<file path="config.mk">
export PLATFORM = sky130hd
export DESIGN_NAME = radio_core
export DESIGN_NICKNAME = d
export VERILOG_FILES = /design/src/design/radio_regs_pkg.sv /design/src/design/ctrl_pkt_pkg.sv /design/src/design/ctrl_proc.sv /design/src/design/timekeeper.sv /design/src/design/radio_settings.sv /design/src/design/radio_core.sv
export SDC_FILE = /design/constraint.sdc
export NUM_CORES = 1
export LEC_CHECK = 0
export BUFFER_PORTS_ARGS = -buffer_cell sky130_fd_sc_hd__buf_2
export CAP_MARGIN = 40
export CORE_MARGIN = 10
export CORE_UTILIZATION = 40
export CTS_CLUSTER_DIAMETER = 120
export DETAILED_ROUTE_END_ITERATION = 12
export SYNTH_ARGS = -nofsm -noshare
export SYNTH_HDL_FRONTEND = slang
export SYNTH_SLANG_ARGS = --single-unit
</file>
<file path="constraint.sdc">
create_clock -name bus_clk -period 4.6 [get_ports bus_clk]
set_input_delay 0.23 -clock bus_clk [delete_from_list [all_inputs] [get_ports bus_clk]]
set_output_delay 0.23 -clock bus_clk [all_outputs]
set_load 0.1 [all_outputs]
</file>
<file path="src/design/radio_regs_pkg.sv">
//////////////////////////////
// Register map of the radio control core
// Setting addresses, readback selects and the setting bus word
// Used by the control processor, the settings block and the timekeeper
//////////////////////////////

`default_nettype none

package radio_regs_pkg;

   localparam int SET_ADDR_W = 8;
   localparam int SET_DATA_W = 32;

   // Setting addresses
   localparam logic [SET_ADDR_W-1:0] SR_LOOPBACK   = 8'd6;
   localparam logic [SET_ADDR_W-1:0] SR_TEST       = 8'd21;
   localparam logic [SET_ADDR_W-1:0] SR_CODEC_IDLE = 8'd22;
   localparam logic [SET_ADDR_W-1:0] SR_READBACK   = 8'd32;
   localparam logic [SET_ADDR_W-1:0] SR_TIME_BASE  = 8'd128;  // HI, LO, CTRL

   // Readback selects, codes 4 to 7 read as zero
   localparam logic [2:0] RB_TEST     = 3'd0;
   localparam logic [2:0] RB_TIME     = 3'd1;
   localparam logic [2:0] RB_TIME_PPS = 3'd2;
   localparam logic [2:0] RB_FRONTEND = 3'd3;

   // Time control word
   localparam int TIME_CTRL_NOW_BIT = 0;  // Load at once
   localparam int TIME_CTRL_PPS_BIT = 1;  // Load on next PPS

   // One setting write
   typedef struct packed {
      logic                  stb;
      logic [SET_ADDR_W-1:0] addr;
      logic [SET_DATA_W-1:0] data;
   } set_bus_t;

endpackage

`default_nettype wire

</file>
<file path="src/design/ctrl_pkt_pkg.sv">
//////////////////////////////
// Beat formats of the control streams
// A command beat carries one setting write
// A response beat carries one readback word
//////////////////////////////

`default_nettype none

package ctrl_pkt_pkg;

   localparam int CMD_RSVD_W = 24;
   localparam int CMD_ADDR_W = 8;
   localparam int CMD_DATA_W = 32;
   localparam int RESP_W     = 64;

   // Command beat, upper bits unused
   typedef struct packed {
      logic [CMD_RSVD_W-1:0] reserved;
      logic [CMD_ADDR_W-1:0] addr;
      logic [CMD_DATA_W-1:0] data;
   } ctrl_cmd_t;

   // Response beat
   typedef struct packed {
      logic [RESP_W-1:0] readback;
   } resp_t;

endpackage

`default_nettype wire

</file>
<file path="src/design/ctrl_proc.sv">
//////////////////////////////
// Control processor
// Turns each command beat into one setting strobe, then returns
// the readback word as one response beat
//////////////////////////////

`default_nettype none

module ctrl_proc (
   input  wire                               bus_clk,
   input  wire                               i_rst_n,
   input  wire ctrl_pkt_pkg::ctrl_cmd_t      i_ctrl_tdata,
   input  wire                               i_ctrl_tvalid,
   output logic                              o_ctrl_tready,
   output ctrl_pkt_pkg::resp_t               o_resp_tdata,
   output logic                              o_resp_tvalid,
   input  wire                               i_resp_tready,
   output radio_regs_pkg::set_bus_t          o_set,
   input  wire [ctrl_pkt_pkg::RESP_W-1:0]    i_readback
);

   typedef enum logic [1:0] {
      ST_IDLE,
      ST_STROBE,
      ST_RESPOND
   } state_t;

   localparam logic [1:0] SETTLE_CYCLES = 2'd1;  // Registers settle before sampling

   state_t                                  state;
   logic [1:0]                              wait_cnt;
   logic                                    set_stb;
   logic [radio_regs_pkg::SET_ADDR_W-1:0]   set_addr;
   logic [radio_regs_pkg::SET_DATA_W-1:0]   set_data;
   logic [ctrl_pkt_pkg::RESP_W-1:0]         resp_word;
   logic                                    cmd_take;
   logic                                    resp_take;
   logic                                    sample_rb;

   assign o_ctrl_tready = (state == ST_IDLE);  // One command in flight
   assign cmd_take      = i_ctrl_tvalid & o_ctrl_tready;
   assign resp_take     = o_resp_tvalid & i_resp_tready;
   assign sample_rb     = (state == ST_STROBE) && (wait_cnt == 2'd0);

   //////////////////////////////
   // FSM
   //////////////////////////////
   always_ff @(posedge bus_clk or negedge i_rst_n) begin
      if (!i_rst_n) begin
         state         <= ST_IDLE;
         wait_cnt      <= 2'd0;
         set_stb       <= 1'b0;
         o_resp_tvalid <= 1'b0;
      end else begin
         set_stb <= cmd_take;  // Strobe for exactly one cycle
         case (state)
            ST_IDLE: begin
               if (cmd_take) begin
                  state    <= ST_STROBE;
                  wait_cnt <= SETTLE_CYCLES;
               end
            end
            ST_STROBE: begin
               if (wait_cnt != 2'd0) begin
                  wait_cnt <= wait_cnt - 2'd1;
               end else begin
                  o_resp_tvalid <= 1'b1;
                  state         <= ST_RESPOND;
               end
            end
            ST_RESPOND: begin
               if (resp_take) begin  // Hold until taken
                  o_resp_tvalid <= 1'b0;
                  state         <= ST_IDLE;
               end
            end
            default: state <= ST_IDLE;
         endcase
      end
   end

   // Setting word and readback capture
   always_ff @(posedge bus_clk) begin
      if (cmd_take) begin
         set_addr <= i_ctrl_tdata.addr;
         set_data <= i_ctrl_tdata.data;
      end
      if (sample_rb)
         resp_word <= i_readback;
   end

   assign o_set        = '{stb: set_stb, addr: set_addr, data: set_data};
   assign o_resp_tdata = '{readback: resp_word};

endmodule

`default_nettype wire

</file>
<file path="src/design/timekeeper.sv">
//////////////////////////////
// Timekeeper
// 64-bit time counter, loaded at once or on the next PPS edge
// Time at the last PPS edge is latched for readback
//////////////////////////////

`default_nettype none

module timekeeper #(
   parameter logic [7:0] SR_BASE = radio_regs_pkg::SR_TIME_BASE
) (
   input  wire                            bus_clk,
   input  wire                            i_rst_n,
   input  wire radio_regs_pkg::set_bus_t  i_set,
   input  wire                            i_pps,
   output logic [63:0]                    o_time,
   output logic [63:0]                    o_time_pps
);

   localparam logic [7:0] ADDR_HI   = SR_BASE;
   localparam logic [7:0] ADDR_LO   = SR_BASE + 8'd1;
   localparam logic [7:0] ADDR_CTRL = SR_BASE + 8'd2;

   logic [31:0] pend_hi;
   logic [31:0] pend_lo;
   logic        pps_arm;
   logic        pps_q;    // Sampled PPS
   logic        pps_qq;
   logic        pps_edge;
   logic        ctrl_wr;
   logic        load_now;

   assign pps_edge = pps_q & ~pps_qq;
   assign ctrl_wr  = i_set.stb && (i_set.addr == ADDR_CTRL);
   assign load_now = ctrl_wr && i_set.data[radio_regs_pkg::TIME_CTRL_NOW_BIT];

   // Pending time words
   always_ff @(posedge bus_clk) begin
      if (i_set.stb && (i_set.addr == ADDR_HI))
         pend_hi <= i_set.data;
      if (i_set.stb && (i_set.addr == ADDR_LO))
         pend_lo <= i_set.data;
   end

   //////////////////////////////
   // Counter, arm and PPS latch
   //////////////////////////////
   always_ff @(posedge bus_clk or negedge i_rst_n) begin
      if (!i_rst_n) begin
         pps_q      <= 1'b0;
         pps_qq     <= 1'b0;
         pps_arm    <= 1'b0;
         o_time     <= 64'd0;
         o_time_pps <= 64'd0;
      end else begin
         pps_q  <= i_pps;
         pps_qq <= pps_q;

         if (ctrl_wr)
            pps_arm <= i_set.data[radio_regs_pkg::TIME_CTRL_PPS_BIT];
         else if (pps_edge)
            pps_arm <= 1'b0;  // Armed load is one-shot

         if (load_now)
            o_time <= {pend_hi, pend_lo};
         else if (pps_edge && pps_arm)
            o_time <= {pend_hi, pend_lo};
         else
            o_time <= o_time + 64'd1;

         if (pps_edge)
            o_time_pps <= o_time;  // Time before any PPS load
      end
   end

endmodule

`default_nettype wire

</file>
<file path="src/design/radio_settings.sv">
//////////////////////////////
// Front-end settings
// Loopback, test, codec idle and readback select registers
// Drives TX from the idle word and muxes the readback word
//////////////////////////////

`default_nettype none

module radio_settings (
   input  wire                            bus_clk,
   input  wire                            i_rst_n,
   input  wire radio_regs_pkg::set_bus_t  i_set,
   input  wire [31:0]                     i_rx,
   input  wire [63:0]                     i_time,
   input  wire [63:0]                     i_time_pps,
   output logic [31:0]                    o_tx,
   output logic [63:0]                    o_readback
);

   logic        loopback;
   logic [31:0] test_reg;
   logic [31:0] codec_idle;
   logic [2:0]  rb_sel;
   logic [31:0] rx_q;

   //////////////////////////////
   // Setting registers
   //////////////////////////////
   always_ff @(posedge bus_clk or negedge i_rst_n) begin
      if (!i_rst_n) begin
         loopback   <= 1'b0;
         test_reg   <= 32'd0;
         codec_idle <= 32'd0;
         rb_sel     <= 3'd0;
      end else if (i_set.stb) begin
         case (i_set.addr)
            radio_regs_pkg::SR_LOOPBACK:   loopback   <= i_set.data[0];
            radio_regs_pkg::SR_TEST:       test_reg   <= i_set.data;
            radio_regs_pkg::SR_CODEC_IDLE: codec_idle <= i_set.data;
            radio_regs_pkg::SR_READBACK:   rb_sel     <= i_set.data[2:0];
            default: ;  // Not ours
         endcase
      end
   end

   // Front end, TX carries the idle word
   always_ff @(posedge bus_clk or negedge i_rst_n) begin
      if (!i_rst_n) begin
         o_tx <= 32'd0;
         rx_q <= 32'd0;
      end else begin
         o_tx <= codec_idle;
         rx_q <= loopback ? o_tx : i_rx;  // Digital loopback TX to RX
      end
   end

   //////////////////////////////
   // Readback mux
   //////////////////////////////
   always_comb begin
      case (rb_sel)
         radio_regs_pkg::RB_TEST:     o_readback = {32'd0, test_reg};
         radio_regs_pkg::RB_TIME:     o_readback = i_time;
         radio_regs_pkg::RB_TIME_PPS: o_readback = i_time_pps;
         radio_regs_pkg::RB_FRONTEND: o_readback = {o_tx, rx_q};
         default:                     o_readback = 64'd0;
      endcase
   end

endmodule

`default_nettype wire

</file>
<file path="src/design/radio_core.sv">
//////////////////////////////
// Radio control core, top level
// Command and response streams, front-end words and PPS input
//////////////////////////////

`default_nettype none

module radio_core #(
   parameter logic [7:0] SR_TIME_BASE = radio_regs_pkg::SR_TIME_BASE
) (
   input  wire                        bus_clk,
   input  wire                        i_rst_n,
   // Command stream
   input  wire ctrl_pkt_pkg::ctrl_cmd_t i_ctrl_tdata,
   input  wire                        i_ctrl_tvalid,
   output logic                       o_ctrl_tready,
   // Response stream
   output ctrl_pkt_pkg::resp_t        o_resp_tdata,
   output logic                       o_resp_tvalid,
   input  wire                        i_resp_tready,
   // Front end
   input  wire [31:0]                 i_rx,
   output logic [31:0]                o_tx,
   input  wire                        i_pps
);

   radio_regs_pkg::set_bus_t set_bus;
   logic [63:0]              time_now;
   logic [63:0]              time_pps;
   logic [63:0]              readback;

   ctrl_proc u_ctrl_proc (
      .bus_clk       (bus_clk),
      .i_rst_n       (i_rst_n),
      .i_ctrl_tdata  (i_ctrl_tdata),
      .i_ctrl_tvalid (i_ctrl_tvalid),
      .o_ctrl_tready (o_ctrl_tready),
      .o_resp_tdata  (o_resp_tdata),
      .o_resp_tvalid (o_resp_tvalid),
      .i_resp_tready (i_resp_tready),
      .o_set         (set_bus),
      .i_readback    (readback)
   );

   timekeeper #(.SR_BASE(SR_TIME_BASE)) u_timekeeper (
      .bus_clk    (bus_clk),
      .i_rst_n    (i_rst_n),
      .i_set      (set_bus),
      .i_pps      (i_pps),
      .o_time     (time_now),
      .o_time_pps (time_pps)
   );

   radio_settings u_radio_settings (
      .bus_clk    (bus_clk),
      .i_rst_n    (i_rst_n),
      .i_set      (set_bus),
      .i_rx       (i_rx),
      .i_time     (time_now),
      .i_time_pps (time_pps),
      .o_tx       (o_tx),
      .o_readback (readback)
   );

endmodule

`default_nettype wire

</file>
==> impl_table.tex, run 1 <==
\begin{tabular}{lr}
\hline
Metric & Value \\
\hline
\multicolumn{2}{l}{\textbf{Drt}} \\
Antenna viol nets, final & 0 \\
Remaining routing DRC violations & 0 \\
Routed Wire Length & 46.6 mm \\
Total number of vias & between 10000 and 15000 \\
Per-cell routed wire length & approximately 22 um \\
Count of TritonRoute iterations in the first routing pass & 5 \\
Post-detailed-route via-to-cell ratio & 5.29 \\
Starting DRT DRC Count & 775 \\
\multicolumn{2}{l}{\textbf{Power and ir drop}} \\
Leak pwr & just over 9 nW \\
Total power consumption of the routed design & between 10 and 15 mW \\
Peak ir drop on the vdd network & between 0.0002 and 0.0003 V \\
Power per cell area & a little over 500 mW/mm\^{}2 \\
\multicolumn{2}{l}{\textbf{Worst setup path}} \\
RR Endpoint & u\_timekeeper.o\_time[51]\$\_DFF\_PN0\_ \\
Endpoint kind of the worst setup timing path & register \\
Crit start category & register \\
Critical path required time & 5.09 ns \\
Reg-to-reg slack, setup & 1.39 ns \\
Crit Path Max Fanout & 25 \\
Type of the setup path with the least slack & register to register \\
Number of cells traversed by the worst register-to-register path & 5 \\
Arrival time at the worst endpoint & between 3 and 4 ns \\
Reg-to-Reg Start & u\_timekeeper.o\_time[8]\$\_DFF\_PN0\_ \\
\multicolumn{2}{l}{\textbf{Timing}} \\
Worst-case clock skew & approximately 0.014 ns \\
Relative slew slack & 40.1\% \\
Final-report max-slew violation count & 0 \\
Final count of hold timing violations & 0 \\
Period minus WS final & 3.21 ns \\
Final count of negative-setup-slack endpoints & 0 \\
Worst slew pin tran & around 0.89 ns \\
Unrepaired setup endpoints after global routing & false \\
Final cycle utilization of the critical path & roughly 70\% \\
Upper clock frequency limit & 311 MHz \\
Setup tns final & 0 ns \\
\multicolumn{2}{l}{\textbf{Min path}} \\
Instance count along the most critical hold path & 3 \\
Hold Path Origin & i\_ctrl\_tvalid \\
Endpoint with the worst hold slack & u\_ctrl\_proc.wait\_cnt[0]\$\_DFFE\_PN0P\_ \\
Class of the worst hold path & input port to register \\
\multicolumn{2}{l}{\textbf{Clock tree}} \\
Number of buffers added by the clock tree synthesis step & 45 \\
Root Driver & clkbuf\_16 \\
CTS tree & yes \\
Setup fix buffers added after clock tree synthesis & 0 \\
Htree depth & 2 \\
Total clock sinks & 437 \\
Clock transition at the registers of the reported paths & roughly 0.070 ns \\
Clock buffer depth & 3 \\
Insertion delay of the later-clocked pin in the worst-skew pair & about 0.57 ns \\
CTS-repair resized insts & 0 \\
\multicolumn{2}{l}{\textbf{Outcome}} \\
Result of the run & completed \\
\multicolumn{2}{l}{\textbf{Floorplan}} \\
Num ports & about 200 \\
Total number of placement rows & 76 \\
Core area & roughly 0.043 mm\^{}2 \\
Horizontal die dimension & between 200 and 250 um \\
Die footprint & 0.0523 mm\^{}2 \\
Initial cell density of the core & roughly two fifths \\
Die Height & roughly 230 um \\
\multicolumn{2}{l}{\textbf{Final layout}} \\
Final nets & 1600 \\
Number of fill cells in the layout & roughly 3700 \\
Post-synthesis to final-layout area growth & 22.4\% \\
Fraction of layout cells with a size suffix above 1 & roughly a third \\
\multicolumn{2}{l}{\textbf{Global route}} \\
Pin count of the biggest net entering global routing & between 90 and 100 \\
Initial antenna violation count & 2 \\
Aggregate global routing overflow & 0 \\
First-pass GRT wire length & slightly above 70 mm \\
Via count of the first global-routing pass & roughly 11000 \\
Overall fraction of global-route tracks in use & 17.6\% \\
\multicolumn{2}{l}{\textbf{Yosys}} \\
Syn Std Cell Area & between 0.015 and 0.02 mm\^{}2 \\
Syn nets & about 1300 \\
Count of unique library cells instantiated by Yosys & $\sim$40 \\
Number of cells produced by synthesis & 1246 \\
Synth Area per Inst & 14.0 um\^{}2 \\
Synthesis Warnings & 0 \\
Flops \& latches, synth & approximately 440 \\
Sequential area share after synthesis & slightly below 70\% \\
\multicolumn{2}{l}{\textbf{Place}} \\
Dpl hpwl & 31.0 mm \\
Routability congestion estimate & $\sim$0.85 \\
Port bufs & roughly 170 \\
\multicolumn{2}{l}{\textbf{Job}} \\
Max-Cap Viols & 0 \\
\hline
\end{tabular}
[per-stage QoR]
stage	hold WS, ns	setup WS [ns]	cells	utilization [%]	cell area (um^2)
after floorplan	-0.0656	0.365	1246	-	17400
after global placement	0.293	1.43	1954	44.1	19000
after detailed placement	0.295	1.38	1960	44.4	19100
after CTS	0.0139	1.37	2118	49.5	21300
after global routing	0.0811	1.16	2118	49.5	21300
final	0.0521	1.39	2119	49.5	21300
[synth_stat cells]
| cell type | number | area, um^2 |
|---|---|---|
| and2_1 | 2 | 12.5 |
| o31ai_1 | 13 | 97.6 |
| dfrtp_1 | 269 | 6730 |
| nand2_1 | 65 | 244 |
| nor3_1 | 9 | 45.0 |
| nand4_2 | 1 | 12.5 |
| inv_1 | 13 | 48.8 |
| edfxtp_1 | 168 | 5040 |
| nand3b_1 | 2 | 15.0 |
| o21ai_0 | 13 | 65.1 |
| a22oi_1 | 97 | 728 |
| ha_1 | 2 | 25.0 |
| buf_1 | 2 | 7.51 |
| nor3b_1 | 3 | 22.5 |
| a31o_2 | 1 | 8.76 |
| mux2i_1 | 1 | 10.0 |
| and4_1 | 5 | 43.8 |
| nor4b_1 | 2 | 17.5 |
| or4_1 | 20 | 150 |
| or2_2 | 2 | 12.5 |
| nor2_1 | 102 | 383 |
| nand2b_1 | 1 | 6.26 |
| o2bb2a_1 | 1 | 10.0 |
| and3b_1 | 1 | 8.76 |
| a31oi_1 | 23 | 144 |
| nor4_1 | 14 | 87.6 |
| or3b_2 | 1 | 8.76 |
| nor2b_1 | 4 | 25.0 |
| or3_1 | 11 | 68.8 |
| nand4b_1 | 1 | 8.76 |
| or4_4 | 1 | 11.3 |
| xor2_1 | 20 | 175 |
| nand3_1 | 22 | 110 |
| nand4_1 | 16 | 100 |
| nand3_2 | 1 | 10.0 |
| and3_1 | 7 | 43.8 |
| clkbuf_1 | 65 | 244 |
| xnor2_1 | 19 | 166 |
| buf_2 | 6 | 30.0 |
| a21oi_1 | 42 | 210 |
| mux2_2 | 198 | 2230 |
[cell type report]
class,count,area (um^2),share of cell area (%)
sequential,437,11800,55.2
multi-input combinational,723,5390,25.3
timing repair buffer,277,1930,9.06
clock buffer,64,1280,6.00
tap,585,732,3.43
clock inverter,19,173,0.809
inverter,13,48.8,0.229
antenna,1,2.50,0.0117
[power breakdown]
part / switching, mW / total [mW] / internal [mW]
Sequential: 0.458 / 5.10 / 4.64
Combinational: 1.65 / 2.19 / 0.540
Clock: 1.49 / 3.59 / 2.11
[timing repair]
action,4_1_cts,5_1_grt
endpoints found under the hold margin,156,0
hold buffers,75,0
endpoints found under the setup margin,0,0
[cell usage in the layout, fill, tap and decap left out, drive strengths merged, types with 20 or more instances in the layout]
cell and count:
mux2 198, nand3 23, xor2 20, dlygate4sd3 75, clkbuf 64, dfrtp 269
a21oi 42, or4 21, nor2 102, a22oi 97, buf 202, edfxtp 168
nand2 65, a31oi 23
[metal layers]
metal	up-vias	GRT usage (%)	wire [um]
met1	5668	24.5	21100
li1	5128	-	-
met2	356	27.6	21500
met5	-	0	0
met4	0	4.04	770
met3	54	3.87	3220
[worst max-delay path: stages, from the launching register on]
cell	delay, ns
dfrtp_1	0.48
nand4_1	0.20
or4_1	0.84
or3_1	0.82
or4_1	0.60
a31oi_1	0.19
[cells by family (layout without fill, tap and decap cells)]
family                     after synthesis  count (layout)  synth area share (%)
AOI/OAI and AO/OA                      190             190                  7.25
xor gates and xnor gates                39              39                  1.96
adders and majority gates                2               2                 0.144
buffers and inverters                   86             373                  1.90
DFF                                    437             437                  67.6
muxes                                  199             199                  12.9
other                                    0               1                     0
and+or+nand+nor                        293             293                  8.31
[how the worst max path moves through the flow]
stage	slack, ns	start	to
6_report	1.39	u_timekeeper.o_time[8]$_DFF_PN0_	u_timekeeper.o_time[51]$_DFF_PN0_
5_1_grt	1.16	u_timekeeper.o_time[8]$_DFF_PN0_	u_timekeeper.o_time[63]$_DFF_PN0_
4_1_cts	1.37	u_timekeeper.o_time[8]$_DFF_PN0_	u_timekeeper.o_time[51]$_DFF_PN0_
3_5_place_dp	1.38	u_timekeeper.o_time[8]$_DFF_PN0_	u_timekeeper.o_time[51]$_DFF_PN0_
3_3_place_gp	1.43	u_timekeeper.o_time[8]$_DFF_PN0_	u_timekeeper.o_time[63]$_DFF_PN0_
2_1_floorplan	0.36	u_ctrl_proc.set_addr[3]$_DFFE_PP_	u_timekeeper.pend_lo[0]$_DFFE_PP_
No activity file was read; power rests on OpenSTA's default activity.
==> run 2: changes to the inputs <==
- clock period: 4.6 -> 3 ns (I/O delays scaled with it)
==> run 2 against run 1 <==
  * Final cell count grew 0.94%
  * Combinational power grew 56%
  * Highest routed layer unchanged
  * Die area is the same
  * Maximum frequency grew 20%
  * Routed wire length grew 1.2%
==> impl_table.tex, run 2 (synthesized netlist as in run 1, its figures left out) <==
\begin{tabular}{lr}
\hline
Metric & Value \\
\hline
\multicolumn{2}{l}{\textbf{Worst setup path}} \\
Endpoint kind of the worst setup timing path & register \\
CP max-delay cell & or4\_1 \\
Delay contributed by the slowest stage of the critical path & 0.60 ns (-0.24 ns) \\
Critical path required time & 3.47 ns (-1.62 ns) \\
Crit start category & register \\
Type of the setup path with the least slack & register to register \\
Cell-by-cell trace of the critical path & nand4\_1 > or4\_1 > or3\_1 > buf\_4 > or4\_1 > a31oi\_1 \\
Crit Path Max Fanout & 9 (-64\%) \\
Cell with the most instances on the worst path & or4\_1 \\
Buffers plus inverters on the worst setup path & 1 (+1) \\
Kind of cell adding the most delay to the critical path & simple AND/OR/NAND/NOR gates \\
Arrival time at the worst endpoint & 3.14 ns (-0.56 ns) \\
\multicolumn{2}{l}{\textbf{Place}} \\
Port bufs & 174 (unchanged) \\
Routability congestion estimate & 0.839 (-1.0\%) \\
Post-Place Cells & 1977 (+0.87\%) \\
Dpl hpwl & 31.5 mm (+1.5\%) \\
\multicolumn{2}{l}{\textbf{Global route}} \\
First-pass GRT wire length & 72.6 mm (+1.9\%) \\
Pin count of the biggest net entering global routing & 82 (-11\%) \\
Initial antenna violation count & 3 (+1) \\
Via count of the first global-routing pass & 11700 (+2.3\%) \\
Aggregate global routing overflow & 0 (unchanged) \\
Overall fraction of global-route tracks in use & 17.8\% (+0.25 points) \\
\multicolumn{2}{l}{\textbf{Power and ir drop}} \\
Leak pwr & 9.27 nW (+1.1\%) \\
Peak ir drop on the vdd network & 0.000407 V (+36\%) \\
Power per cell area & 778 mW/mm\^{}2 (+53\%) \\
\multicolumn{2}{l}{\textbf{Final layout}} \\
Number of fill cells in the layout & 3727 (+0.38\%) \\
Fraction of layout cells with a size suffix above 1 & 32.3\% (+0.69 points) \\
Final nets & 1619 (+1.2\%) \\
Multi-input combinational cell area & 0.00538 mm\^{}2 (about the same) \\
Most frequent standard cell in the layout excluding fill and tap cells & dfrtp\_1 \\
Register Area & 0.0118 mm\^{}2 (unchanged) \\
Non-filler cells in the finished layout & 2139 (+0.94\%) \\
Most used cells in the layout excluding fill and tap cells & 268 x dfrtp\_1, 198 x mux2\_2, 173 x buf\_2 \\
Post-synthesis to final-layout area growth & 23.3\% \\
\multicolumn{2}{l}{\textbf{Drt}} \\
Per-cell routed wire length & 22.0 um (+0.27\%) \\
Remaining routing DRC violations & 0 (unchanged) \\
Starting DRT DRC Count & 806 (+4.0\%) \\
Antenna viol nets, final & 0 (unchanged) \\
Count of TritonRoute iterations in the first routing pass & 5 (unchanged) \\
Routed Wire Length & 47.2 mm (+1.2\%) \\
Post-detailed-route via-to-cell ratio & 5.27 (-0.43\%) \\
Total number of vias & 11300 (+0.51\%) \\
\multicolumn{2}{l}{\textbf{Clock tree}} \\
Clock buffer depth & 3 (unchanged) \\
Number of buffers added by the clock tree synthesis step & 46 (+2.2\%) \\
Insertion delay of the later-clocked pin in the worst-skew pair & 0.57 ns (about the same) \\
CTS-repair resized insts & 0 (unchanged) \\
Total clock sinks & 437 (unchanged) \\
Root Driver & clkbuf\_16 \\
CTS tree & yes \\
Htree depth & 2 (unchanged) \\
Clock transition at the registers of the reported paths & 0.06 ns (about the same) \\
\multicolumn{2}{l}{\textbf{Min path}} \\
Class of the worst hold path & input port to asynchronous set/reset pin \\
\multicolumn{2}{l}{\textbf{Timing}} \\
Worst slew pin tran & 0.832 ns (-0.0591 ns) \\
Period minus WS final & 2.67 ns (-0.542 ns) \\
Final cycle utilization of the critical path & 89.0\% (+19 points) \\
Final-report max-slew violation count & 0 (unchanged) \\
Relative slew slack & 44.3\% (+4.2 points) \\
Setup tns final & 0 ns (unchanged) \\
Worst-case clock skew & 0.0215 ns (+0.00771 ns) \\
Final hold slack & 0.176 ns (+0.124 ns) \\
Final count of hold timing violations & 0 (unchanged) \\
Upper clock frequency limit & 374 MHz (+20\%) \\
Unrepaired setup endpoints after global routing & false \\
Final count of negative-setup-slack endpoints & 0 (unchanged) \\
\multicolumn{2}{l}{\textbf{Floorplan}} \\
Horizontal die dimension & 229 um (unchanged) \\
Initial cell density of the core & 40.4\% (unchanged) \\
Core area & 0.0431 mm\^{}2 (unchanged) \\
Total number of placement rows & 76 (unchanged) \\
Die footprint & 0.0523 mm\^{}2 (unchanged) \\
Num ports & 199 (unchanged) \\
Die Height & 229 um (unchanged) \\
\multicolumn{2}{l}{\textbf{Job}} \\
Max-Cap Viols & 0 (unchanged) \\
\multicolumn{2}{l}{\textbf{Outcome}} \\
Result of the run & completed \\
\hline
\end{tabular}
-- run 2: cell type report --
cell class,count,share of cell area [%]
Multi-Input combinational cell,723,25.1
Inverter,13,0.227
Sequential cell,437,54.8
Clock inverter,20,0.699
Tap cell,585,3.41
Antenna cell,1,0.0116
Clock buffer,65,6.07
Timing Repair Buffer,295,9.71
-- run 2: per-stage QoR --
| step | power (mW) | instance area, um^2 | setup slack (ns) | utilization, % |
|---|---|---|---|---|
| floorplan | 10.3 | 17400 | 0.225 | - |
| global placement | 11.2 | 19200 | 0.387 | 44.7 |
| detailed placement | 11.3 | 19300 | 0.346 | 44.7 |
| CTS | 16.9 | 21500 | 0.332 | 49.9 |
| global route | 17.4 | 21500 | 0.215 | 49.9 |
| finish | 16.7 | 21500 | 0.330 | 49.9 |
-- run 2: worst paths after layout --
path / from / end / slack [ns] / cells after the start
min in group bus_clk: i_pps / u_timekeeper.pps_q$_DFF_PN0_ / 0.24 / 2
worst min-delay path: i_rst_n / u_radio_settings.o_tx[13]$_DFF_PN0_ / 0.18 / 2
worst max register to register: u_timekeeper.o_time[27]$_DFF_PN0_ / u_timekeeper.o_time[57]$_DFF_PN0_ / 0.33 / 6
max in group asynchronous: i_rst_n / u_radio_settings.test_reg[28]$_DFFE_PN0P_ / 2.00 / 3
worst min register to register: u_radio_settings.codec_idle[3]$_DFFE_PN0P_ / u_radio_settings.o_tx[3]$_DFF_PN0_ / 0.37 / 0
worst max-delay path: u_timekeeper.o_time[27]$_DFF_PN0_ / u_timekeeper.o_time[57]$_DFF_PN0_ / 0.33 / 6
-- run 2: where the power goes --
part / switching [mW] / internal, mW
clock network: 2.31 / 3.19
logic: 2.56 / 0.848
registers: 0.699 / 7.11
-- run 2: layer usage --
metal	vias up	share of wire, %	GRT usage, %	wire (um)
met5	-	0	0	0
met4	0	1.8	5.10	864
met3	58	5.8	3.04	2740
met2	314	47	28.2	21900
met1	5714	46	24.8	21600
li1	5177	-	-	-
-- run 2: what timing repair did --
action	4_1_cts	5_1_grt
hold buffers	76	0
hold endpoints to repair	153	0
buffers inserted	0	0
